<file path="config.mk">
export PLATFORM = sky130hd
export DESIGN_NAME = csr_unit_top
export DESIGN_NICKNAME = d
export VERILOG_FILES = /design/src/source/csr_pkg.sv /design/src/source/csr_wb_slave.sv /design/src/source/csr_machine_regs.sv /design/src/source/csr_counters.sv /design/src/source/csr_read_mux.sv /design/src/source/csr_unit_top.sv
export VERILOG_INCLUDE_DIRS = /design/src /design/src/source
export SDC_FILE = /design/constraint.sdc
export NUM_CORES = 1
export LEC_CHECK = 0
export BUFFER_PORTS_ARGS = -buffer_cell sky130_fd_sc_hd__buf_2
export CAP_MARGIN = 20
export CORE_MARGIN = 2
export CORE_UTILIZATION = 25
export CTS_CLUSTER_SIZE = 25
export DETAILED_ROUTE_END_ITERATION = 8
export PLACE_DENSITY_LB_ADDON = 0.08
export SYNTH_ARGS = -nofsm -noshare
export SYNTH_HDL_FRONTEND = slang
export SYNTH_SLANG_ARGS = --single-unit
</file>
<file path="constraint.sdc">
create_clock -name clk -period 7.5 [get_ports clk]
set_clock_uncertainty 0.15 [all_clocks]
set_input_delay 0.375 -clock clk [delete_from_list [all_inputs] [get_ports clk]]
set_output_delay 0.375 -clock clk [all_outputs]
set_load 0.01 [all_outputs]
</file>
<file path="src/source/csr_unit_defines.svh">
`ifndef CSR_UNIT_DEFINES_SVH
`define CSR_UNIT_DEFINES_SVH

// ------------------------------
// Widths
// Data path is one RV32 word
`define XLEN                  32
// CSR number as carried on adr
`define CSR_ADDR_W            12

// ------------------------------
// WARL write masks
// mie, mpie and the mpp field
`define MSTATUS_WMASK         32'h0000_1888
// mpp is hardwired to machine mode
`define MSTATUS_MPP_M         2'd3
// msie, mtie and meie only
`define MIE_WMASK             32'h0000_0888
// Mode bit 1 reads as zero, only direct and vectored modes
`define MTVEC_WMASK           32'hFFFF_FFFD
// No compressed ISA, so epc is word aligned
`define MEPC_WMASK            32'hFFFF_FFFC
// cy, tm and ir enables
`define MCOUNTEREN_WMASK      32'h0000_0007
// cy and ir inhibits, tm has no inhibit
`define MCOUNTINHIBIT_WMASK   32'h0000_0005

// ------------------------------
// Constant and ID registers
// MXL 1 with the I, M and U letters
`define MISA_VALUE            32'h4010_1100
`define MVENDORID_VALUE       32'h0000_0000
`define MARCHID_VALUE         32'h0000_0023
`define MIMPID_VALUE          32'h0000_0101
`define MHARTID_VALUE         32'h0000_0000

`endif

</file>
<file path="src/source/csr_pkg.sv">
`include "csr_unit_defines.svh"

package csr_pkg;

   // ------------------------------
   // Privilege levels, encoded as in the spec
   typedef enum logic [1:0]
   {
      PRIV_U = 2'd0,
      PRIV_S = 2'd1,
      PRIV_M = 2'd3
   } priv_mode_e;

   // ------------------------------
   // CSR numbers kept by this unit
   typedef enum logic [`CSR_ADDR_W-1:0]
   {
      // Machine trap setup
      CSR_MSTATUS       = 12'h300,
      CSR_MISA          = 12'h301,
      CSR_MIE           = 12'h304,
      CSR_MTVEC         = 12'h305,
      CSR_MCOUNTEREN    = 12'h306,
      CSR_MCOUNTINHIBIT = 12'h320,
      // Machine trap handling
      CSR_MSCRATCH      = 12'h340,
      CSR_MEPC          = 12'h341,
      CSR_MCAUSE        = 12'h342,
      CSR_MTVAL         = 12'h343,
      CSR_MIP           = 12'h344,
      // Machine counters, low and high halves
      CSR_MCYCLE        = 12'hB00,
      CSR_MINSTRET      = 12'hB02,
      CSR_MCYCLEH       = 12'hB80,
      CSR_MINSTRETH     = 12'hB82,
      // Unprivileged counter window, read only
      CSR_CYCLE         = 12'hC00,
      CSR_TIME          = 12'hC01,
      CSR_INSTRET       = 12'hC02,
      CSR_CYCLEH        = 12'hC80,
      CSR_TIMEH         = 12'hC81,
      CSR_INSTRETH      = 12'hC82,
      // Machine information, read only
      CSR_MVENDORID     = 12'hF11,
      CSR_MARCHID       = 12'hF12,
      CSR_MIMPID        = 12'hF13,
      CSR_MHARTID       = 12'hF14
   } csr_addr_e;

endpackage

</file>
<file path="src/source/csr_wb_slave.sv">
`timescale 1ns/1ps

`include "csr_unit_defines.svh"

module csr_wb_slave
   import csr_pkg::*;
(
   input  logic                   clk,
   input  logic                   rst_n,
   // Wishbone classic slave
   input  logic                   cyc,
   input  logic                   stb,
   input  logic                   we,
   input  logic [`CSR_ADDR_W-1:0] adr,
   input  logic [`XLEN-1:0]       dat_w,
   output logic [`XLEN-1:0]       dat_r,
   output logic                   ack,
   output logic                   err,
   // Read decode
   output csr_addr_e              rd_addr,
   input  logic [`XLEN-1:0]       rd_data,
   input  logic                   exists,
   input  logic                   avail,
   input  logic                   writable,
   // Write strobe to storage
   output logic                   wr_en,
   output csr_addr_e              wr_addr,
   output logic [`XLEN-1:0]       wr_data
);

   logic access;
   logic grant;

   // ------------------------------
   // New cycle only when no response is still on the bus
   assign access = cyc && stb && !(ack || err);

   // Register must exist, be readable in this mode, and take writes if asked to
   assign grant = exists && avail && (!we || writable);

   // CSR number goes straight to the decoder
   assign rd_addr = csr_addr_e'(adr);
   assign wr_addr = csr_addr_e'(adr);
   assign wr_data = dat_w;

   // Storage updates on the same edge that registers ack
   assign wr_en = access && we && grant;

   // ------------------------------
   // Response, exactly one of ack or err for one cycle
   always_ff @(posedge clk)
   begin
      if (!rst_n)
      begin
         ack <= 1'b0;
         err <= 1'b0;
      end
      else
      begin
         ack <= access && grant;
         err <= access && !grant;
      end
   end

   // Read data captured alongside ack
   always_ff @(posedge clk)
   begin
      if (access && !we && grant)
         dat_r <= rd_data;
   end

endmodule

</file>
<file path="src/source/csr_machine_regs.sv">
`timescale 1ns/1ps

`include "csr_unit_defines.svh"

module csr_machine_regs
   import csr_pkg::*;
(
   input  logic             clk,
   input  logic             rst_n,
   // Write strobe from the bus slave
   input  logic             wr_en,
   input  csr_addr_e        wr_addr,
   input  logic [`XLEN-1:0] wr_data,
   // Register values
   output logic [`XLEN-1:0] mstatus,
   output logic [`XLEN-1:0] mie,
   output logic [`XLEN-1:0] mtvec,
   output logic [`XLEN-1:0] mcounteren,
   output logic [`XLEN-1:0] mcountinhibit,
   output logic [`XLEN-1:0] mscratch,
   output logic [`XLEN-1:0] mepc,
   output logic [`XLEN-1:0] mcause,
   output logic [`XLEN-1:0] mtval
);

   // Stored mstatus bits, mpp is merged on the way out
   logic [`XLEN-1:0] mstatus_q;

   // ------------------------------
   // Trap registers, each masked to its legal bits
   always_ff @(posedge clk)
   begin
      if (!rst_n)
      begin
         mstatus_q     <= '0;
         mie           <= '0;
         mtvec         <= '0;
         mcounteren    <= '0;
         mcountinhibit <= '0;
         mscratch      <= '0;
         mepc          <= '0;
         mcause        <= '0;
         mtval         <= '0;
      end
      else if (wr_en)
      begin
         case (wr_addr)
            // Only mie, mpie and mpp land here
            CSR_MSTATUS:       mstatus_q     <= wr_data & `MSTATUS_WMASK;
            CSR_MIE:           mie           <= wr_data & `MIE_WMASK;
            // Base plus mode, bit 1 dropped
            CSR_MTVEC:         mtvec         <= wr_data & `MTVEC_WMASK;
            CSR_MCOUNTEREN:    mcounteren    <= wr_data & `MCOUNTEREN_WMASK;
            CSR_MCOUNTINHIBIT: mcountinhibit <= wr_data & `MCOUNTINHIBIT_WMASK;
            // Scratch, cause and tval take any value
            CSR_MSCRATCH:      mscratch      <= wr_data;
            CSR_MEPC:          mepc          <= wr_data & `MEPC_WMASK;
            CSR_MCAUSE:        mcause        <= wr_data;
            CSR_MTVAL:         mtval         <= wr_data;
            // Counters and read-only numbers are not ours
            default:
            begin
            end
         endcase
      end
   end

   // ------------------------------
   // Only machine mode exists below it as a trap target
   // OR of the fixed field makes mpp always read 3
   assign mstatus = mstatus_q | {19'b0, `MSTATUS_MPP_M, 11'b0};

endmodule

</file>
<file path="src/source/csr_counters.sv">
`timescale 1ns/1ps

`include "csr_unit_defines.svh"

module csr_counters
   import csr_pkg::*;
(
   input  logic               clk,
   input  logic               rst_n,
   // Write strobe from the bus slave
   input  logic               wr_en,
   input  csr_addr_e          wr_addr,
   input  logic [`XLEN-1:0]   wr_data,
   // Count control
   input  logic [`XLEN-1:0]   mcountinhibit,
   input  logic               retire,
   // 64-bit counter values
   output logic [2*`XLEN-1:0] mcycle,
   output logic [2*`XLEN-1:0] minstret
);

   logic cycle_inc;
   logic instret_inc;
   logic ld_cycle_lo;
   logic ld_cycle_hi;
   logic ld_instret_lo;
   logic ld_instret_hi;

   // ------------------------------
   // Next value for one counter
   // A software load wins over the increment for that cycle
   function automatic logic [2*`XLEN-1:0] next_count
   (
      input logic [2*`XLEN-1:0] cur,
      input logic               inc,
      input logic               ld_lo,
      input logic               ld_hi,
      input logic [`XLEN-1:0]   data
   );
      logic [2*`XLEN-1:0] nxt;
      nxt = cur;
      if (ld_lo)
         nxt = {cur[2*`XLEN-1:`XLEN], data};
      else if (ld_hi)
         nxt = {data, cur[`XLEN-1:0]};
      else if (inc)
         nxt = cur + 1'b1;
      return nxt;
   endfunction

   // cy inhibit is bit 0, ir inhibit is bit 2
   assign cycle_inc   = !mcountinhibit[0];
   assign instret_inc = retire && !mcountinhibit[2];

   // Half decode of the machine counter numbers
   assign ld_cycle_lo   = wr_en && (wr_addr == CSR_MCYCLE);
   assign ld_cycle_hi   = wr_en && (wr_addr == CSR_MCYCLEH);
   assign ld_instret_lo = wr_en && (wr_addr == CSR_MINSTRET);
   assign ld_instret_hi = wr_en && (wr_addr == CSR_MINSTRETH);

   // ------------------------------
   always_ff @(posedge clk)
   begin
      if (!rst_n)
      begin
         mcycle   <= '0;
         minstret <= '0;
      end
      else
      begin
         mcycle   <= next_count(mcycle, cycle_inc, ld_cycle_lo, ld_cycle_hi, wr_data);
         minstret <= next_count(minstret, instret_inc, ld_instret_lo, ld_instret_hi,
                                wr_data);
      end
   end

endmodule

</file>
<file path="src/source/csr_read_mux.sv">
`timescale 1ns/1ps

`include "csr_unit_defines.svh"

module csr_read_mux
   import csr_pkg::*;
(
   input  csr_addr_e          rd_addr,
   input  priv_mode_e         mode,
   // Machine trap registers
   input  logic [`XLEN-1:0]   mstatus,
   input  logic [`XLEN-1:0]   mie,
   input  logic [`XLEN-1:0]   mtvec,
   input  logic [`XLEN-1:0]   mcounteren,
   input  logic [`XLEN-1:0]   mcountinhibit,
   input  logic [`XLEN-1:0]   mscratch,
   input  logic [`XLEN-1:0]   mepc,
   input  logic [`XLEN-1:0]   mcause,
   input  logic [`XLEN-1:0]   mtval,
   // Counters and platform timer
   input  logic [2*`XLEN-1:0] mcycle,
   input  logic [2*`XLEN-1:0] minstret,
   input  logic [2*`XLEN-1:0] mtime,
   // Interrupt lines
   input  logic               meip,
   input  logic               mtip,
   input  logic               msip,
   // Decode results
   output logic [`XLEN-1:0]   rd_data,
   output logic               exists,
   output logic               avail,
   output logic               writable
);

   logic [`XLEN-1:0] mip;
   logic             cntr_window;

   // Pending bits follow the lines directly
   assign mip = {20'b0, meip, 3'b0, mtip, 3'b0, msip, 3'b0};

   // ------------------------------
   // Data select and existence
   always_comb
   begin
      exists  = 1'b1;
      rd_data = '0;
      case (rd_addr)
         CSR_MSTATUS:       rd_data = mstatus;
         CSR_MISA:          rd_data = `MISA_VALUE;
         CSR_MIE:           rd_data = mie;
         CSR_MTVEC:         rd_data = mtvec;
         CSR_MCOUNTEREN:    rd_data = mcounteren;
         CSR_MCOUNTINHIBIT: rd_data = mcountinhibit;
         CSR_MSCRATCH:      rd_data = mscratch;
         CSR_MEPC:          rd_data = mepc;
         CSR_MCAUSE:        rd_data = mcause;
         CSR_MTVAL:         rd_data = mtval;
         CSR_MIP:           rd_data = mip;
         // Machine and user views share the same counters
         CSR_MCYCLE,    CSR_CYCLE:    rd_data = mcycle[`XLEN-1:0];
         CSR_MCYCLEH,   CSR_CYCLEH:   rd_data = mcycle[2*`XLEN-1:`XLEN];
         CSR_MINSTRET,  CSR_INSTRET:  rd_data = minstret[`XLEN-1:0];
         CSR_MINSTRETH, CSR_INSTRETH: rd_data = minstret[2*`XLEN-1:`XLEN];
         CSR_TIME:          rd_data = mtime[`XLEN-1:0];
         CSR_TIMEH:         rd_data = mtime[2*`XLEN-1:`XLEN];
         CSR_MVENDORID:     rd_data = `MVENDORID_VALUE;
         CSR_MARCHID:       rd_data = `MARCHID_VALUE;
         CSR_MIMPID:        rd_data = `MIMPID_VALUE;
         CSR_MHARTID:       rd_data = `MHARTID_VALUE;
         default:           exists  = 1'b0;
      endcase
   end

   // ------------------------------
   // Top two number bits 11 mark the read-only space
   // misa and mip sit in read-write space but take no writes here
   assign writable = exists && (rd_addr[11:10] != 2'b11)
                     && (rd_addr != CSR_MISA) && (rd_addr != CSR_MIP);

   // C00 window, gated by mcounteren below machine mode
   assign cntr_window = (rd_addr[11:8] == 4'hC);

   // Low five number bits pick the enable bit
   assign avail = !cntr_window || (mode == PRIV_M) || mcounteren[rd_addr[4:0]];

endmodule

</file>
<file path="src/source/csr_unit_top.sv">
`timescale 1ns/1ps

`include "csr_unit_defines.svh"

module csr_unit_top
   import csr_pkg::*;
(
   input  logic                   clk,
   input  logic                   rst_n,
   // Wishbone classic slave
   input  logic                   cyc,
   input  logic                   stb,
   input  logic                   we,
   input  logic [`CSR_ADDR_W-1:0] adr,
   input  logic [`XLEN-1:0]       dat_w,
   output logic [`XLEN-1:0]       dat_r,
   output logic                   ack,
   output logic                   err,
   // Core side
   input  priv_mode_e             mode,
   input  logic                   retire,
   input  logic [2*`XLEN-1:0]     mtime,
   input  logic                   meip,
   input  logic                   mtip,
   input  logic                   msip
);

   // ------------------------------
   // Read path, decoded from the live bus address
   csr_addr_e            rd_addr;
   logic [`XLEN-1:0]     rd_data;
   logic                 exists;
   logic                 avail;
   logic                 writable;

   // Write strobe shared by both storage blocks
   logic                 wr_en;
   csr_addr_e            wr_addr;
   logic [`XLEN-1:0]     wr_data;

   // Register values into the read mux
   logic [`XLEN-1:0]     mstatus;
   logic [`XLEN-1:0]     mie;
   logic [`XLEN-1:0]     mtvec;
   logic [`XLEN-1:0]     mcounteren;
   logic [`XLEN-1:0]     mcountinhibit;
   logic [`XLEN-1:0]     mscratch;
   logic [`XLEN-1:0]     mepc;
   logic [`XLEN-1:0]     mcause;
   logic [`XLEN-1:0]     mtval;
   logic [2*`XLEN-1:0]   mcycle;
   logic [2*`XLEN-1:0]   minstret;

   // ------------------------------
   csr_wb_slave i_wb_slave
   (
      .clk      (clk),
      .rst_n    (rst_n),
      .cyc      (cyc),
      .stb      (stb),
      .we       (we),
      .adr      (adr),
      .dat_w    (dat_w),
      .dat_r    (dat_r),
      .ack      (ack),
      .err      (err),
      .rd_addr  (rd_addr),
      .rd_data  (rd_data),
      .exists   (exists),
      .avail    (avail),
      .writable (writable),
      .wr_en    (wr_en),
      .wr_addr  (wr_addr),
      .wr_data  (wr_data)
   );

   csr_machine_regs i_machine_regs
   (
      .clk           (clk),
      .rst_n         (rst_n),
      .wr_en         (wr_en),
      .wr_addr       (wr_addr),
      .wr_data       (wr_data),
      .mstatus       (mstatus),
      .mie           (mie),
      .mtvec         (mtvec),
      .mcounteren    (mcounteren),
      .mcountinhibit (mcountinhibit),
      .mscratch      (mscratch),
      .mepc          (mepc),
      .mcause        (mcause),
      .mtval         (mtval)
   );

   csr_counters i_counters
   (
      .clk           (clk),
      .rst_n         (rst_n),
      .wr_en         (wr_en),
      .wr_addr       (wr_addr),
      .wr_data       (wr_data),
      .mcountinhibit (mcountinhibit),
      .retire        (retire),
      .mcycle        (mcycle),
      .minstret      (minstret)
   );

   csr_read_mux i_read_mux
   (
      .rd_addr       (rd_addr),
      .mode          (mode),
      .mstatus       (mstatus),
      .mie           (mie),
      .mtvec         (mtvec),
      .mcounteren    (mcounteren),
      .mcountinhibit (mcountinhibit),
      .mscratch      (mscratch),
      .mepc          (mepc),
      .mcause        (mcause),
      .mtval         (mtval),
      .mcycle        (mcycle),
      .minstret      (minstret),
      .mtime         (mtime),
      .meip          (meip),
      .mtip          (mtip),
      .msip          (msip),
      .rd_data       (rd_data),
      .exists        (exists),
      .avail         (avail),
      .writable      (writable)
   );

endmodule

</file>
==> impl_metrics.json, run 1 <==
{
  "whs_path_depth": 3,
  "cts_buffers": 43,
  "synthFlopType": "dfxtp_1",
  "clock.fmax_mhz": 278.3,
  "cts_buffer_depth": 3,
  "slowest_delay_ns": 0.81,
  "reg2reg_slack_ns": 3.95,
  "vias": 18402,
  "grt_max_degree": 82,
  "r2r_end": "i_machine_regs.mscratch[24]$_SDFFE_PN0P_",
  "clkSinkCount": 329,
  "top_usage_layer": "met2",
  "die_h_um": 267.3,
  "first_global_vias": 17079,
  "slew_violations": 0,
  "drive_gt1_share_pct": 13.84,
  "mostFrequentLayoutCells": "nand2_1, dfxtp_1, a21oi_1, buf_2, o21ai_0",
  "postSynthRegisterBits": 329,
  "antenna_found_initial": 2,
  "synth_edf_count": 32,
  "leakage_nw": 6.378,
  "die-area_um2": 71430,
  "setup.worst_path.class": "in -> reg",
  "io_buffer_count": 152,
  "use_met3_pct": 2.896,
  "cp_top_family": "simple AND/OR/NAND/NOR gates",
  "drt_wl_total_um": 93520,
  "cp_data_arrival_time_ns": 3.88,
  "dp.final_hpwl_um": 66310,
  "crit_slowest_cell": "nand4_1",
  "crit_top_cell": "buf_4",
  "startpoint_type": "input port",
  "setup.worst_path.end_class": "flop",
  "fin_setup_tns_ns": 0,
  "ys_types": 87,
  "rows": 96,
  "cp.required_ns": 7.79,
  "hold_path_class": "in -> reg",
  "fp.dieW_um": 267.3,
  "syn_avg_cell_area_um2": 7.904,
  "io_pins": 153,
  "ant_nets": 0,
  "postCtsHoldBufs": 9,
  "cp_cell_sequence": "buf_2 > nor4b_4 > nand4_1 > nor2_4 > buf_4 > nor2_1 > buf_4 > o311ai_0 > o221ai_1",
  "yosysWarnings": 0,
  "hold_end": "i_wb_slave.dat_r[4]$_DFFE_PP_",
  "drc": 0,
  "outcome": "completed",
  "grt-ovfl-total": 0,
  "cp.buffers_inverters": 3,
  "finalNonFillerCells": 3223,
  "synth_nets": 2313,
  "ctsResizeCount": 0,
  "synthArstFlopShare_pct": 0,
  "root_buffer": "clkbuf_16",
  "dp.cells": 3132,
  "tritoncts": "built",
  "dr.pass1.iters": 7,
  "drtIter0Drc": 1902,
  "start_util_pct": 25.26,
  "globalRouteMet1Util_pct": 36.01,
  "hold_start": "mtime[4]",
  "rsz0062_at_grt": "no",
  "final_common_cell": "nand2_1",
  "grtUsageMet2_pct": 40.35,
  "setup_viol": 0,
  "post-cts-setup-buffers": 0,
  "hold_viol": 0,
  "cap_violations": 0,
  "synth_cells": 2192,
  "seq_area_frac_synth_pct": 39.86,
  "grt_use_total_pct": 25.60,
  "wl_per_cell_um": 29.02,
  "syn_to_final_growth_pct": 17.96,
  "period_needed_ns": 3.593,
  "grt_first_pass_wirelength_um": 132100,
  "h-tree-depth": 2,
  "worstSkewPairLatency_ns": 0.60,
  "place.gp.congestion": 0.8841,
  "path_clk_slew_ns": 0.06,
  "finalCritPeriodShare_pct": 47.90,
  "slew_headroom_pct": 23.23,
  "fin_nets": 2377,
  "r2r_cells": 6,
  "syn_area_um2": 17330,
  "power_density_nw_per_um2": 199.4,
  "worst_pin_slew_ns": 1.147,
  "rr_startpoint": "i_wb_slave.ack$_SDFF_PN0_",
  "core_um2": 68590,
  "cp_max_fo": 43,
  "vdd_drop_max_v": 0.0001656,
  "vias_per_cell": 5.710
}
[metrics by stage]
stage	worst slack (ns)	hold WS, ns	power [mW]	cell area, um2	util [%]
final	3.907	0.01794	4.076	20440	29.80
after global routing	3.785	0.01470	4.185	20440	29.80
after CTS	3.998	0.001383	4.112	20430	29.79
after detailed placement	3.399	0.2951	2.020	18960	27.65
after global placement	3.240	0.2887	2.021	18900	27.56
after floorplan	2.072	0.2815	1.901	17330	-
[kinds of logic after synthesis]
family	after synthesis	synth area share, %
flops	329	39.86
simple gates	907	25.74
buf+inv	209	5.069
mux	11	0.6355
xor+xnor	60	3.033
compound gates	674	25.51
fa+ha+maj	2	0.1444
[how the worst max path moves through the flow]
stage	from	to	slack, ns	depth (start not counted)
after floorplan	adr[5]	i_wb_slave.dat_r[0]$_DFFE_PP_	2.07	8
after global placement	adr[0]	i_wb_slave.dat_r[15]$_DFFE_PP_	3.24	7
after detailed placement	adr[1]	i_counters.minstret[61]$_SDFFE_PN0P_	3.40	9
after CTS	adr[0]	i_wb_slave.dat_r[6]$_DFFE_PP_	4.00	8
after global routing	adr[1]	i_counters.minstret[61]$_SDFFE_PN0P_	3.78	9
final	adr[1]	i_counters.minstret[61]$_SDFFE_PN0P_	3.91	9
[cell usage after synthesis (30+ instances only)]
cell type	count	area, um2
nand2_1	447	1678
dfxtp_1	297	5946
a21oi_1	255	1276
clkbuf_1	132	495.5
o21ai_0	96	480.5
nand3_1	94	470.5
nor2_1	92	345.3
nand4_1	62	387.9
a22oi_1	52	390.4
buf_2	51	255.2
a221oi_1	36	315.3
a22o_1	35	306.5
a222oi_1	32	320.3
edfxtp_1	32	960.9
xnor2_1	32	280.3
nor3_1	31	155.2
nor4_1	30	187.7
[flip-flops by register name (all words and copies together), names as in the netlist]
name and cells:
i_machine_regs.mepc 30, i_machine_regs.mie 3, i_wb_slave.err 1, i_machine_regs.mcounteren 3, i_wb_slave.dat_r 32, i_machine_regs.mtval 32
i_machine_regs.mcountinhibit 2, i_machine_regs.mscratch 32, i_machine_regs.mstatus_q 2, i_counters.mcycle 64, i_wb_slave.ack 1, i_machine_regs.mcause 32
i_machine_regs.mtvec 31, i_counters.minstret 64
[routing by layer]
metal  share of wire (%)  wire, um
met1                  45     42150
met2                  45     42380
met3                 6.0      5567
met4                 3.7      3418
met5                   0         0
[worst min-delay path, stage by stage]
cell and delay [ns]:
buf_2 0.08, a222oi_1 0.10, nand4_1 0.10
[power by group]
group          internal [mW]  leakage (nW)  total, mW  switching, mW
Clock                   1.22         0.672       2.09          0.874
Sequential              1.77          2.67       1.78        0.00489
Combinational         0.0476          3.03      0.207          0.160
[final cells by class]
cell class	count	area (um2)
Antenna cell	1	2.502
Inverter	17	68.82
Multi-Input combinational cell	1654	9671
Timing Repair Buffer	211	1251
Sequential cell	329	6907
Tap cell	931	1165
Fill cell	7402	48150
Clock inverter	10	115.1
Clock buffer	70	1259
No activity file was read; power rests on OpenSTA's default activity.
==> inputs of run 2 (changes only) <==
==> constraint.sdc (replaced) <==
create_clock -name clk -period 3.1 [get_ports clk]
set_clock_uncertainty 0.15 [all_clocks]
set_input_delay 0.155 -clock clk [delete_from_list [all_inputs] [get_ports clk]]
set_output_delay 0.155 -clock clk [all_outputs]
set_load 0.01 [all_outputs]
==> impl_metrics.json, run 2 (synthesized netlist as in run 1, its figures left out) <==
{
  "outcome": "completed",
  "cts_buffer_depth": 3,
  "r2r_end": "i_counters.minstret[61]$_SDFFE_PN0P_",
  "crit_top_cell": "buf_4",
  "cp_top_family": "buffers and inverters",
  "slew_headroom_pct": 44.21,
  "worstSkewPairLatency_ns": 0.60,
  "vias_per_cell": 5.575,
  "slowest_delay_ns": 0.64,
  "place.gp.congestion": 0.8911,
  "power_mw": 9.881,
  "cap_violations": 0,
  "tritoncts": "built",
  "grt_first_pass_wirelength_um": 134100,
  "power_density_nw_per_um2": 451.2,
  "core_um2": 68590,
  "setup.worst_path.class": "in -> reg",
  "whs_path_depth": 5,
  "cp.buffers_inverters": 6,
  "hold_end": "i_wb_slave.dat_r[11]$_DFFE_PP_",
  "path_clk_slew_ns": 0.06,
  "leakage_nw": 7.107,
  "root_buffer": "clkbuf_16",
  "final_common_cell": "nand2_1",
  "fin_setup_tns_ns": 0,
  "io_buffer_count": 152,
  "r2r_cells": 6,
  "worst_pin_slew_ns": 0.8346,
  "reg2reg_slack_ns": 0.18,
  "grt-ovfl-total": 0,
  "cp_cell_sequence": "dlygate4sd3_1 > buf_2 > nand4bb_1 > nand2b_1 > buf_4 > nor2_2 > buf_4 > buf_4 > a222oi_1 > dlygate4sd3_1 > nand4_1",
  "drtIter0Drc": 2111,
  "hold_viol": 0,
  "post-cts-setup-buffers": 0,
  "finalCritPeriodShare_pct": 94.69,
  "cts_buffers": 43,
  "fin_nets": 2527,
  "crit_slowest_cell": "dlygate4sd3_1",
  "drt_wl_total_um": 93840,
  "io_pins": 153,
  "antenna_found_initial": 3,
  "hold_path_class": "in -> reg",
  "first_global_vias": 17733,
  "setup.worst_path.end_class": "flop",
  "cp.required_ns": 3.24,
  "postCtsHoldBufs": 73,
  "mostFrequentLayoutCells": "nand2_1, dfxtp_1, a21oi_1, buf_2, buf_4",
  "fp.dieW_um": 267.3,
  "place_area_um2": 19790,
  "vias": 18794,
  "grt_max_degree": 67,
  "rr_startpoint": "i_counters.minstret[27]$_SDFFE_PN0P_",
  "start_util_pct": 25.26,
  "startpoint_type": "input port",
  "hold_start": "mtime[43]",
  "drc": 0,
  "syn_to_final_growth_pct": 26.40,
  "dr.pass1.iters": 8,
  "clkSinkCount": 329,
  "wl_per_cell_um": 27.84,
  "vdd_drop_max_v": 0.0003228,
  "grt_use_total_pct": 25.80,
  "rsz0062_at_grt": "no",
  "cp_data_arrival_time_ns": 3.08,
  "drive_gt1_share_pct": 16.65,
  "rows": 96,
  "ctsResizeCount": 0,
  "dp.final_hpwl_um": 68030,
  "ant_nets": 0,
  "clock.fmax_mhz": 340.7,
  "die-area_um2": 71430,
  "setup_viol": 0,
  "die_h_um": 267.3,
  "h-tree-depth": 2,
  "reg_top3": "i_counters.mcycle: 64 flops, i_counters.minstret: 64 flops",
  "slew_violations": 0,
  "cp_max_fo": 12,
  "period_needed_ns": 2.935,
  "finish.instance_area_um2": 21900
}
-- run 2: changes by cell type in the layout (fill, tap and decap cells not counted), moves of 2 or more --
cell           before  now
nor4_2              5    3
clkbuf_1           20   15
buf_12              0   16
buf_2             153  151
nor2_2              8   10
dlygate4sd3_1       9   73
buf_4              47  121
clkbuf_8            6    8
-- run 2: layer usage --
layer	routed length (um)	global-route usage (%)	vias up
met5	0	0	-
met4	2792	7.865	0
met3	5857	3.172	114
met2	42620	41.07	735
met1	42570	36.24	9340
li1	-	-	8605
-- run 2: worst reg2reg max path: cells and delay by family (launching register included) --
kind,cells,cell delay [ns]
flops,1,0.45
compound gates,1,0.19
simple gates,5,2.05
-- run 2: worst max-delay path by stage --
| stage | depth (start not counted) | slack, ns | from | to |
|---|---|---|---|---|
| after floorplan | 6 | 0.05 | adr[5] | i_wb_slave.dat_r[0]$_DFFE_PP_ |
| after CTS | 6 | 0.17 | i_counters.minstret[27]$_SDFFE_PN0P_ | i_counters.minstret[61]$_SDFFE_PN0P_ |
| after detailed placement | 6 | 0.20 | i_counters.minstret[26]$_SDFFE_PN0P_ | i_counters.minstret[61]$_SDFFE_PN0P_ |
| after global routing | 6 | 0.04 | i_counters.minstret[27]$_SDFFE_PN0P_ | i_counters.minstret[61]$_SDFFE_PN0P_ |
| after global placement | 6 | 0.26 | i_counters.mcycle[8]$_SDFFE_PN0P_ | i_counters.mcycle[41]$_SDFFE_PN0P_ |
| final | 11 | 0.16 | adr[10] | i_wb_slave.dat_r[18]$_DFFE_PP_ |
-- run 2: cell type report --
| cell class | count | area (um2) |
|---|---|---|
| clock buffers | 67 | 1267 |
| flip-flops and latches | 329 | 6907 |
| repair buffers | 361 | 2715 |
| inverters | 17 | 68.82 |
| clock inverters | 11 | 101.3 |
| diodes | 1 | 2.502 |
| multi-input cells | 1654 | 9674 |
| fillers | 7301 | 46680 |
| well taps | 931 | 1165 |
-- run 2: per-stage QoR --
stage,std cells,hold slack [ns],worst slack (ns),utilization [%]
2_1_floorplan,2192,0.1410,0.04572,-
5_1_grt,3370,0.01905,0.03715,31.93
6_report,3371,0.02900,0.1647,31.93
3_5_place_dp,3218,0.2960,0.1980,28.86
3_3_place_gp,3218,0.2893,0.2601,28.86
4_1_cts,3369,0.007308,0.1733,31.92
-- run 2: report_power, final --
part           switching (mW)  internal (mW)
sequential             0.0112           4.29
combinational           0.407          0.173
clock                    2.10           2.90
total                    2.52           7.36
